File: src/verilog/spi_defines.svh
`ifndef SPI_DEFINES_SVH
`define SPI_DEFINES_SVH

// Bits moved per transfer
`define SPI_WIDTH 8

// Register bus data width
`define SPI_BUS_WIDTH 16

// Register address codes
`define SPI_ADDR_CFG    2'd0
`define SPI_ADDR_TX     2'd1
`define SPI_ADDR_RX     2'd2
`define SPI_ADDR_STATUS 2'd3

`endif

File: src/verilog/spi_pkg.sv
`default_nettype none

`include "spi_defines.svh"

package spi_pkg;

  // Configuration word with clk_div in the low byte
  typedef struct packed {
    logic [6:0] reserved;
    logic       lsb_first;
    logic [7:0] clk_div;
  } spi_cfg_t;

  // One bus write word seen as config fields or as plain data
  typedef union packed {
    spi_cfg_t                  cfg;
    logic [`SPI_BUS_WIDTH-1:0] data;
  } spi_wword_t;

  typedef enum logic [1:0] {
    REG_CFG    = `SPI_ADDR_CFG,
    REG_TX     = `SPI_ADDR_TX,
    REG_RX     = `SPI_ADDR_RX,
    REG_STATUS = `SPI_ADDR_STATUS
  } spi_addr_e;

endpackage

`default_nettype wire

File: src/verilog/spi_regs.sv
`default_nettype none

`include "spi_defines.svh"

module spi_regs (
  input  logic                      clk,
  input  logic                      rst_n,
  input  logic                      reg_wr,
  input  logic                      reg_rd,
  input  logic [1:0]                reg_addr,
  input  spi_pkg::spi_wword_t       reg_wdata,
  input  logic                      busy,
  input  logic                      done,
  input  logic [`SPI_WIDTH-1:0]     rx_word,
  output logic [`SPI_BUS_WIDTH-1:0] reg_rdata,
  output logic                      start,
  output logic [`SPI_WIDTH-1:0]     tx_word,
  output logic [7:0]                clk_div,
  output logic                      lsb_first,
  output logic                      irq
);

  import spi_pkg::*;

  spi_addr_e             addr;
  spi_cfg_t              cfg_q;
  logic [`SPI_WIDTH-1:0] rx_q;
  logic                  done_f;
  logic                  ovr_f;
  logic                  wr_cfg;
  logic                  wr_tx;
  logic                  wr_status;
  logic                  engine_active;

  assign addr      = spi_addr_e'(reg_addr);
  assign wr_cfg    = reg_wr && (addr == REG_CFG);
  assign wr_tx     = reg_wr && (addr == REG_TX);
  assign wr_status = reg_wr && (addr == REG_STATUS);

  // A pending start counts as busy too
  assign engine_active = busy || start;

  assign clk_div   = cfg_q.clk_div;
  assign lsb_first = cfg_q.lsb_first;
  assign irq       = done_f;

  //////////////////////////////
  // Write side
  //////////////////////////////

  always_ff @(posedge clk or negedge rst_n) begin
    if (!rst_n) begin
      cfg_q   <= '0;
      tx_word <= '0;
      rx_q    <= '0;
      start   <= 1'b0;
      done_f  <= 1'b0;
      ovr_f   <= 1'b0;
    end else begin
      start <= 1'b0;

      if (wr_cfg) begin
        cfg_q <= reg_wdata.cfg;
      end

      // Refused TX writes only leave a trace in overrun
      if (wr_tx && !engine_active) begin
        tx_word <= reg_wdata.data[`SPI_WIDTH-1:0];
        start   <= 1'b1;
      end

      if (done) begin
        rx_q <= rx_word;
      end

      // Set beats clear so no event is lost
      if (done) begin
        done_f <= 1'b1;
      end else if (wr_status && reg_wdata.data[1]) begin
        done_f <= 1'b0;
      end

      if (wr_tx && engine_active) begin
        ovr_f <= 1'b1;
      end else if (wr_status && reg_wdata.data[2]) begin
        ovr_f <= 1'b0;
      end
    end
  end

  //////////////////////////////
  // Read side
  //////////////////////////////

  always_comb begin
    reg_rdata = '0;
    if (reg_rd) begin
      case (addr)
        REG_CFG:    reg_rdata = cfg_q;
        REG_TX:     reg_rdata[`SPI_WIDTH-1:0] = tx_word;
        REG_RX:     reg_rdata[`SPI_WIDTH-1:0] = rx_q;
        REG_STATUS: reg_rdata[2:0] = {ovr_f, done_f, engine_active};
        default:    reg_rdata = '0;
      endcase
    end
  end

  // Engine must be idle whenever a start goes out
  a_start_not_busy: assert property (@(posedge clk) disable iff (!rst_n)
    start |-> !busy);

  a_start_pulse: assert property (@(posedge clk) disable iff (!rst_n)
    start |=> !start);

endmodule

`default_nettype wire

File: src/verilog/spi_shift_engine.sv
`default_nettype none

`include "spi_defines.svh"

module spi_shift_engine (
  input  logic                  clk,
  input  logic                  rst_n,
  input  logic                  start,
  input  logic [`SPI_WIDTH-1:0] tx_word,
  input  logic [7:0]            clk_div,
  input  logic                  lsb_first,
  input  logic                  miso,
  output logic                  busy,
  output logic                  done,
  output logic [`SPI_WIDTH-1:0] rx_word,
  output logic                  sclk,
  output logic                  mosi,
  output logic                  ss_n
);

  localparam int BIT_CNT_W = $clog2(`SPI_WIDTH);

  typedef enum logic [1:0] {IDLE, SHIFT, FINISH} state_e;

  state_e                state;
  logic [7:0]            div_cnt;
  logic [7:0]            div_q;
  logic                  lsb_q;
  logic [BIT_CNT_W-1:0]  bit_cnt;
  logic [`SPI_WIDTH-1:0] tx_sr;
  logic [`SPI_WIDTH-1:0] rx_sr;
  logic [`SPI_WIDTH-1:0] tx_next;
  logic                  half_end;
  logic                  last_bit;

  // End of one sclk half period
  assign half_end = (div_cnt == div_q);
  assign last_bit = (bit_cnt == BIT_CNT_W'(`SPI_WIDTH - 1));
  assign tx_next  = lsb_q ? (tx_sr >> 1) : (tx_sr << 1);

  //////////////////////////////
  // Control FSM and pins
  //////////////////////////////

  always_ff @(posedge clk or negedge rst_n) begin
    if (!rst_n) begin
      state   <= IDLE;
      div_cnt <= '0;
      bit_cnt <= '0;
      busy    <= 1'b0;
      done    <= 1'b0;
      sclk    <= 1'b0;
      mosi    <= 1'b0;
      ss_n    <= 1'b1;
    end else begin
      done <= 1'b0;
      case (state)
        IDLE: begin
          if (start) begin
            state   <= SHIFT;
            div_cnt <= '0;
            bit_cnt <= '0;
            busy    <= 1'b1;
            ss_n    <= 1'b0;
            // First bit must be on mosi before the first rising edge
            mosi    <= lsb_first ? tx_word[0] : tx_word[`SPI_WIDTH-1];
          end
        end
        SHIFT: begin
          if (half_end) begin
            div_cnt <= '0;
            sclk    <= ~sclk;
            // Falling edge moves to the next bit
            if (sclk) begin
              if (last_bit) begin
                state <= FINISH;
              end else begin
                bit_cnt <= bit_cnt + 1'b1;
                mosi    <= lsb_q ? tx_next[0] : tx_next[`SPI_WIDTH-1];
              end
            end
          end else begin
            div_cnt <= div_cnt + 1'b1;
          end
        end
        FINISH: begin
          state <= IDLE;
          busy  <= 1'b0;
          done  <= 1'b1;
          ss_n  <= 1'b1;
          mosi  <= 1'b0;
        end
        default: state <= IDLE;
      endcase
    end
  end

  //////////////////////////////
  // Data path
  //////////////////////////////

  always_ff @(posedge clk) begin
    if (state == IDLE && start) begin
      tx_sr <= tx_word;
      div_q <= clk_div;
      lsb_q <= lsb_first;
    end
    if (state == SHIFT && half_end) begin
      // Sample on the rising edge, shift on the falling one
      if (!sclk) begin
        rx_sr <= lsb_q ? {miso, rx_sr[`SPI_WIDTH-1:1]} : {rx_sr[`SPI_WIDTH-2:0], miso};
      end else begin
        tx_sr <= tx_next;
      end
    end
    if (state == FINISH) begin
      rx_word <= rx_sr;
    end
  end

  a_ss_busy: assert property (@(posedge clk) disable iff (!rst_n)
    ss_n == !busy);

  // Clock stays parked low outside a frame
  a_sclk_idle: assert property (@(posedge clk) disable iff (!rst_n)
    ss_n |-> !sclk);

  a_done_pulse: assert property (@(posedge clk) disable iff (!rst_n)
    done |=> !done);

endmodule

`default_nettype wire

File: src/verilog/spi_top.sv
`default_nettype none

`include "spi_defines.svh"

module spi_top (
  input  logic                      clk,
  input  logic                      rst_n,
  input  logic                      reg_wr,
  input  logic                      reg_rd,
  input  logic [1:0]                reg_addr,
  input  spi_pkg::spi_wword_t       reg_wdata,
  output logic [`SPI_BUS_WIDTH-1:0] reg_rdata,
  output logic                      irq,
  output logic                      sclk,
  output logic                      mosi,
  input  logic                      miso,
  output logic                      ss_n
);

  // Register block to engine
  logic                  start;
  logic [`SPI_WIDTH-1:0] tx_word;
  logic [7:0]            clk_div;
  logic                  lsb_first;

  // Engine back to register block
  logic                  busy;
  logic                  done;
  logic [`SPI_WIDTH-1:0] rx_word;

  spi_regs i_regs (
    .clk       (clk),
    .rst_n     (rst_n),
    .reg_wr    (reg_wr),
    .reg_rd    (reg_rd),
    .reg_addr  (reg_addr),
    .reg_wdata (reg_wdata),
    .busy      (busy),
    .done      (done),
    .rx_word   (rx_word),
    .reg_rdata (reg_rdata),
    .start     (start),
    .tx_word   (tx_word),
    .clk_div   (clk_div),
    .lsb_first (lsb_first),
    .irq       (irq)
  );

  spi_shift_engine i_engine (
    .clk       (clk),
    .rst_n     (rst_n),
    .start     (start),
    .tx_word   (tx_word),
    .clk_div   (clk_div),
    .lsb_first (lsb_first),
    .miso      (miso),
    .busy      (busy),
    .done      (done),
    .rx_word   (rx_word),
    .sclk      (sclk),
    .mosi      (mosi),
    .ss_n      (ss_n)
  );

endmodule

`default_nettype wire
File: config.mk
export PLATFORM = sky130hd
export DESIGN_NAME = spi_top
export DESIGN_NICKNAME = d
export VERILOG_FILES = /design/src/verilog/spi_pkg.sv /design/src/verilog/spi_regs.sv /design/src/verilog/spi_shift_engine.sv /design/src/verilog/spi_top.sv
export VERILOG_INCLUDE_DIRS = /design/src /design/src/verilog
export SDC_FILE = /design/constraint.sdc
export NUM_CORES = 1
export LEC_CHECK = 0
export BUFFER_PORTS_ARGS = -buffer_cell sky130_fd_sc_hd__buf_2
export CAP_MARGIN = 15
export CORE_MARGIN = 2
export CORE_UTILIZATION = 40
export CTS_CLUSTER_SIZE = 14
export DETAILED_ROUTE_END_ITERATION = 10
export HOLD_SLACK_MARGIN = 0.12
export PLACE_DENSITY = 0.56
export SLEW_MARGIN = 30
export SYNTH_ARGS = -nofsm -noshare
export SYNTH_HDL_FRONTEND = slang
export SYNTH_SLANG_ARGS = --single-unit
File: constraint.sdc
create_clock -name clk -period 4.9 [get_ports clk]
set_input_delay 0.98 -clock clk [delete_from_list [all_inputs] [get_ports clk]]
set_output_delay 0.98 -clock clk [all_outputs]
set_load 0.01 [all_outputs]
==> out/qor.txt <==
Post-CTS Setup Inserts = 0
GR peak layer = met2
ranking of synthesized cells by area = dfrtp_1, edfxtp_1, mux2i_1, mux2_2, nand2_1
fmax = 306.5 MHz
maximum vdd drop = 0.1370 mV
Min Clock Period, post-route = 3.263 ns
yosys warns = 0
met3 usage = 0.03571
I/O pins = 43
Slew headroom = 0.4298
Sw Share = 0.3175
Synthesized Nets = 355
post-synthesis mux area share = 0.1943
fin. max-slew vios = 0
Root Buffer Master = clkbuf_8
P&R area growth vs syn = 12.73%
worst setup path class = in2out
compound-gate portion of the synthesized area = 0.05542
Residual DRC = 0
initial antenna violation count = 0
Core Rows = 36
aggregate global routing overflow = 0
vias in the first global route = 2586
LEAKAGE = 2.014 nW
H-Tree Depth = 3
Tot GR Track Use = 0.1636
TritonCTS clock tree = done
Via Count = 2513
Final ANT Viol Nets = 0
Pwr per Cell Area = 364.0 nW/um^2
Initial Util = 0.4112
final WL = 8.171 mm
layout cells sized above 1 = 0.2466
M1 GR Usage = 0.2365
Hold Slack = 0.4617 ns
DIE AREA = 10860 sq um
CP Capture Type = output port
I/O Buffers = 42
Post-synth top flop = dfrtp_1
Syn Area/Cell = 12.40 sq um
CTS Hold Bufs = 0
Clk pwr share = 0.277
top post-synthesis cells by count = dfrtp_1, nand2_1, mux2i_1
status = finished clean
setup TNS = 0 ns
Final Cycle Share = 0.6659
Max-Cap Viols = 0
clk_lat worst skew = 0.36 ns
endpoints failing hold = 0
CTS max path bufs = 2
Final Instance Count excl. Fillers = 506
#FFs+latches synth = 86
core area = 9774 sq um
RePlAce Congestion = 0.7709
Vias per Instance = 4.966
first-pass GRT wire length = 13.72 mm
Pre-antenna DRT Iters = 4
GR Layer Usage met2 = 0.2444
final-stage net count = 399
worst clock skew = 0.008315 ns
wire per inst = 16.15 um
crit path DAT = 2.28 ns
PnR worst setup slack = 1.637 ns
ANT cells = 0
CP startpoint kind = input pin
xor and xnor fraction of the mapped netlist area = 0.01961
CP required = 3.92 ns
Slowest-stage cell, CP = nor3b_1
RSZ-0062 raised after global routing = no
Slew @ Worst Pin = 0.8521 ns
Iteration-0 DRC Markers = 106
hold crit path type = reg2reg
Yosys cell types = 44
clock-pin slew on the worst setup and hold paths = 0.09 ns
largest net degree at the start of global routing = 54
Cells after Synth = 324
critical path cell sequence = buf_2 -> nor3b_1 -> and2_1 -> buf_2
dpl cell area = 4355 sq um
Post-CTS Resized = 0
largest family of logic cells by synthesized area = multiplexers
WHS Path Cells = 0
Die W = 104.2 um
TritonCTS Buffers = 9
NetSw = 0.5236 mW
worst reg-to-reg path cell count = 5
cell with the most instances after synthesis = dfrtp_1
combinational share of power = 0.190
# clock sinks = 86
Die H = 104.2 um
cell taking the most area after synthesis = dfrtp_1
sequential area share after synthesis = 0.5570
sequential share of power = 0.533
Yosys top cell area share = 0.3238
Post-Place Setup Slack = 1.616 ns
crit-path max FO = 13
area share of fa/ha/maj cells after synthesis = 0.02491
Post-synth EDFFs = 25
design area = 4531 sq um
Final setup violation count = 0
internal power = 1.125 mW
Critical Path Max Stage Delay = 0.73 ns
synthesized area = 4019 sq um
most used cell, CP = buf_2
placed insts = 490
FFs w/ async S/R, synth = 0.6163
simple-gate portion of the synthesized area = 0.1276
HPWL Detailed = 5.821 mm
-- worst paths after layout --
path,start,to,slack (ns)
max,reg_addr[1],reg_rdata[8],1.64
min,i_engine.rx_sr[0]$_DFFE_PP_,i_engine.rx_word[0]$_DFFE_PP_,0.46
max reg2reg,i_engine.div_cnt[3]$_DFFE_PN0P_,i_engine.rx_sr[7]$_DFFE_PP_,2.41
min reg2reg,i_engine.rx_sr[0]$_DFFE_PP_,i_engine.rx_word[0]$_DFFE_PP_,0.46
max in group asynchronous,rst_n,i_regs.cfg_q[12]$_DFFE_PN0P_,3.68
min in group asynchronous,rst_n,i_engine.bit_cnt[2]$_DFFE_PN0P_,0.75
-- power groups by stage --
stage	registers [mW]	logic [mW]	clock network, mW
global route	0.892	0.361	0.498
detailed placement	0.895	0.317	0
finish	0.879	0.314	0.456
floorplan	0.863	0.252	0
CTS	0.880	0.318	0.468
global placement	0.894	0.309	0
-- metal layers --
layer  wire (um)  share of wire  vias up
met5           0              0        -
met4         109          0.013        0
met3         279          0.034       12
met2        3686           0.45       41
met1        4095           0.50     1221
li1            -              -     1239
-- stage by stage --
stage / total power [mW] / utilization
floorplan: 1.115 / -
global placement: 1.203 / 0.4456
detailed placement: 1.213 / 0.4456
CTS: 1.666 / 0.4635
global route: 1.751 / 0.4635
finish: 1.649 / 0.4635
-- logic make-up (layout without fill, tap and decap cells) --
family,count (synthesis),in the layout
adders and majority gates,8,8
AOI/OAI and AO/OA,32,32
muxes,70,70
buffers and inverters,19,68
xor gates and xnor gates,9,9
DFF,86,86
and+or+nand+nor,100,100
-- area by class of cell --
class                      count  area (sq um)
clock inverter                 6         47.55
clock buffer                  10         127.6
sequential                    86          2238
fill                         903          5244
timing repair buffer          44         225.2
inverter                       8         30.03
tap                          133         166.4
multi-input combinational    219          1695
-- placed cells by master (no fill, tap or decap), drive strengths merged --
master,count
a2111oi,1
a21o,1
a21oi,4
a31oi,4
a41o,1
and2,18
and3,3
buf,44
clkbuf,10
clkinv,1
clkinvlp,4
dfrtp,52
dfstp,1
dfxtp,8
edfxtp,25
ha,8
inv,9
mux2,34
mux2i,33
mux4,3
nand2,47
nand2b,3
nand3,7
nand4,3
nor2,10
nor2b,3
nor3,1
nor3b,2
nor4,2
o21a,1
o21ai,11
o221ai,2
o22a,1
o22ai,3
o2bb2ai,2
o31ai,1
or2,1
xnor2,1
xor2,8
-- registers in the layout, indices dropped and copies added, names as in the netlist, 3 cells and up --
signal,flops
i_regs.tx_word,8
i_engine.div_q,8
i_engine.rx_word,8
i_regs.clk_div,8
i_engine.bit_cnt,3
i_engine.div_cnt,8
i_engine.tx_sr,8
i_regs.rx_q,8
i_regs.cfg_q,7
i_engine.rx_sr,8
-- critical path: cells and delay by family --
| kind | cells | cell delay, ns |
|---|---|---|
| buf+inv | 2 | 0.34 |
| simple gates | 2 | 0.96 |
Note: power is estimated with default switching activity, not from simulation.
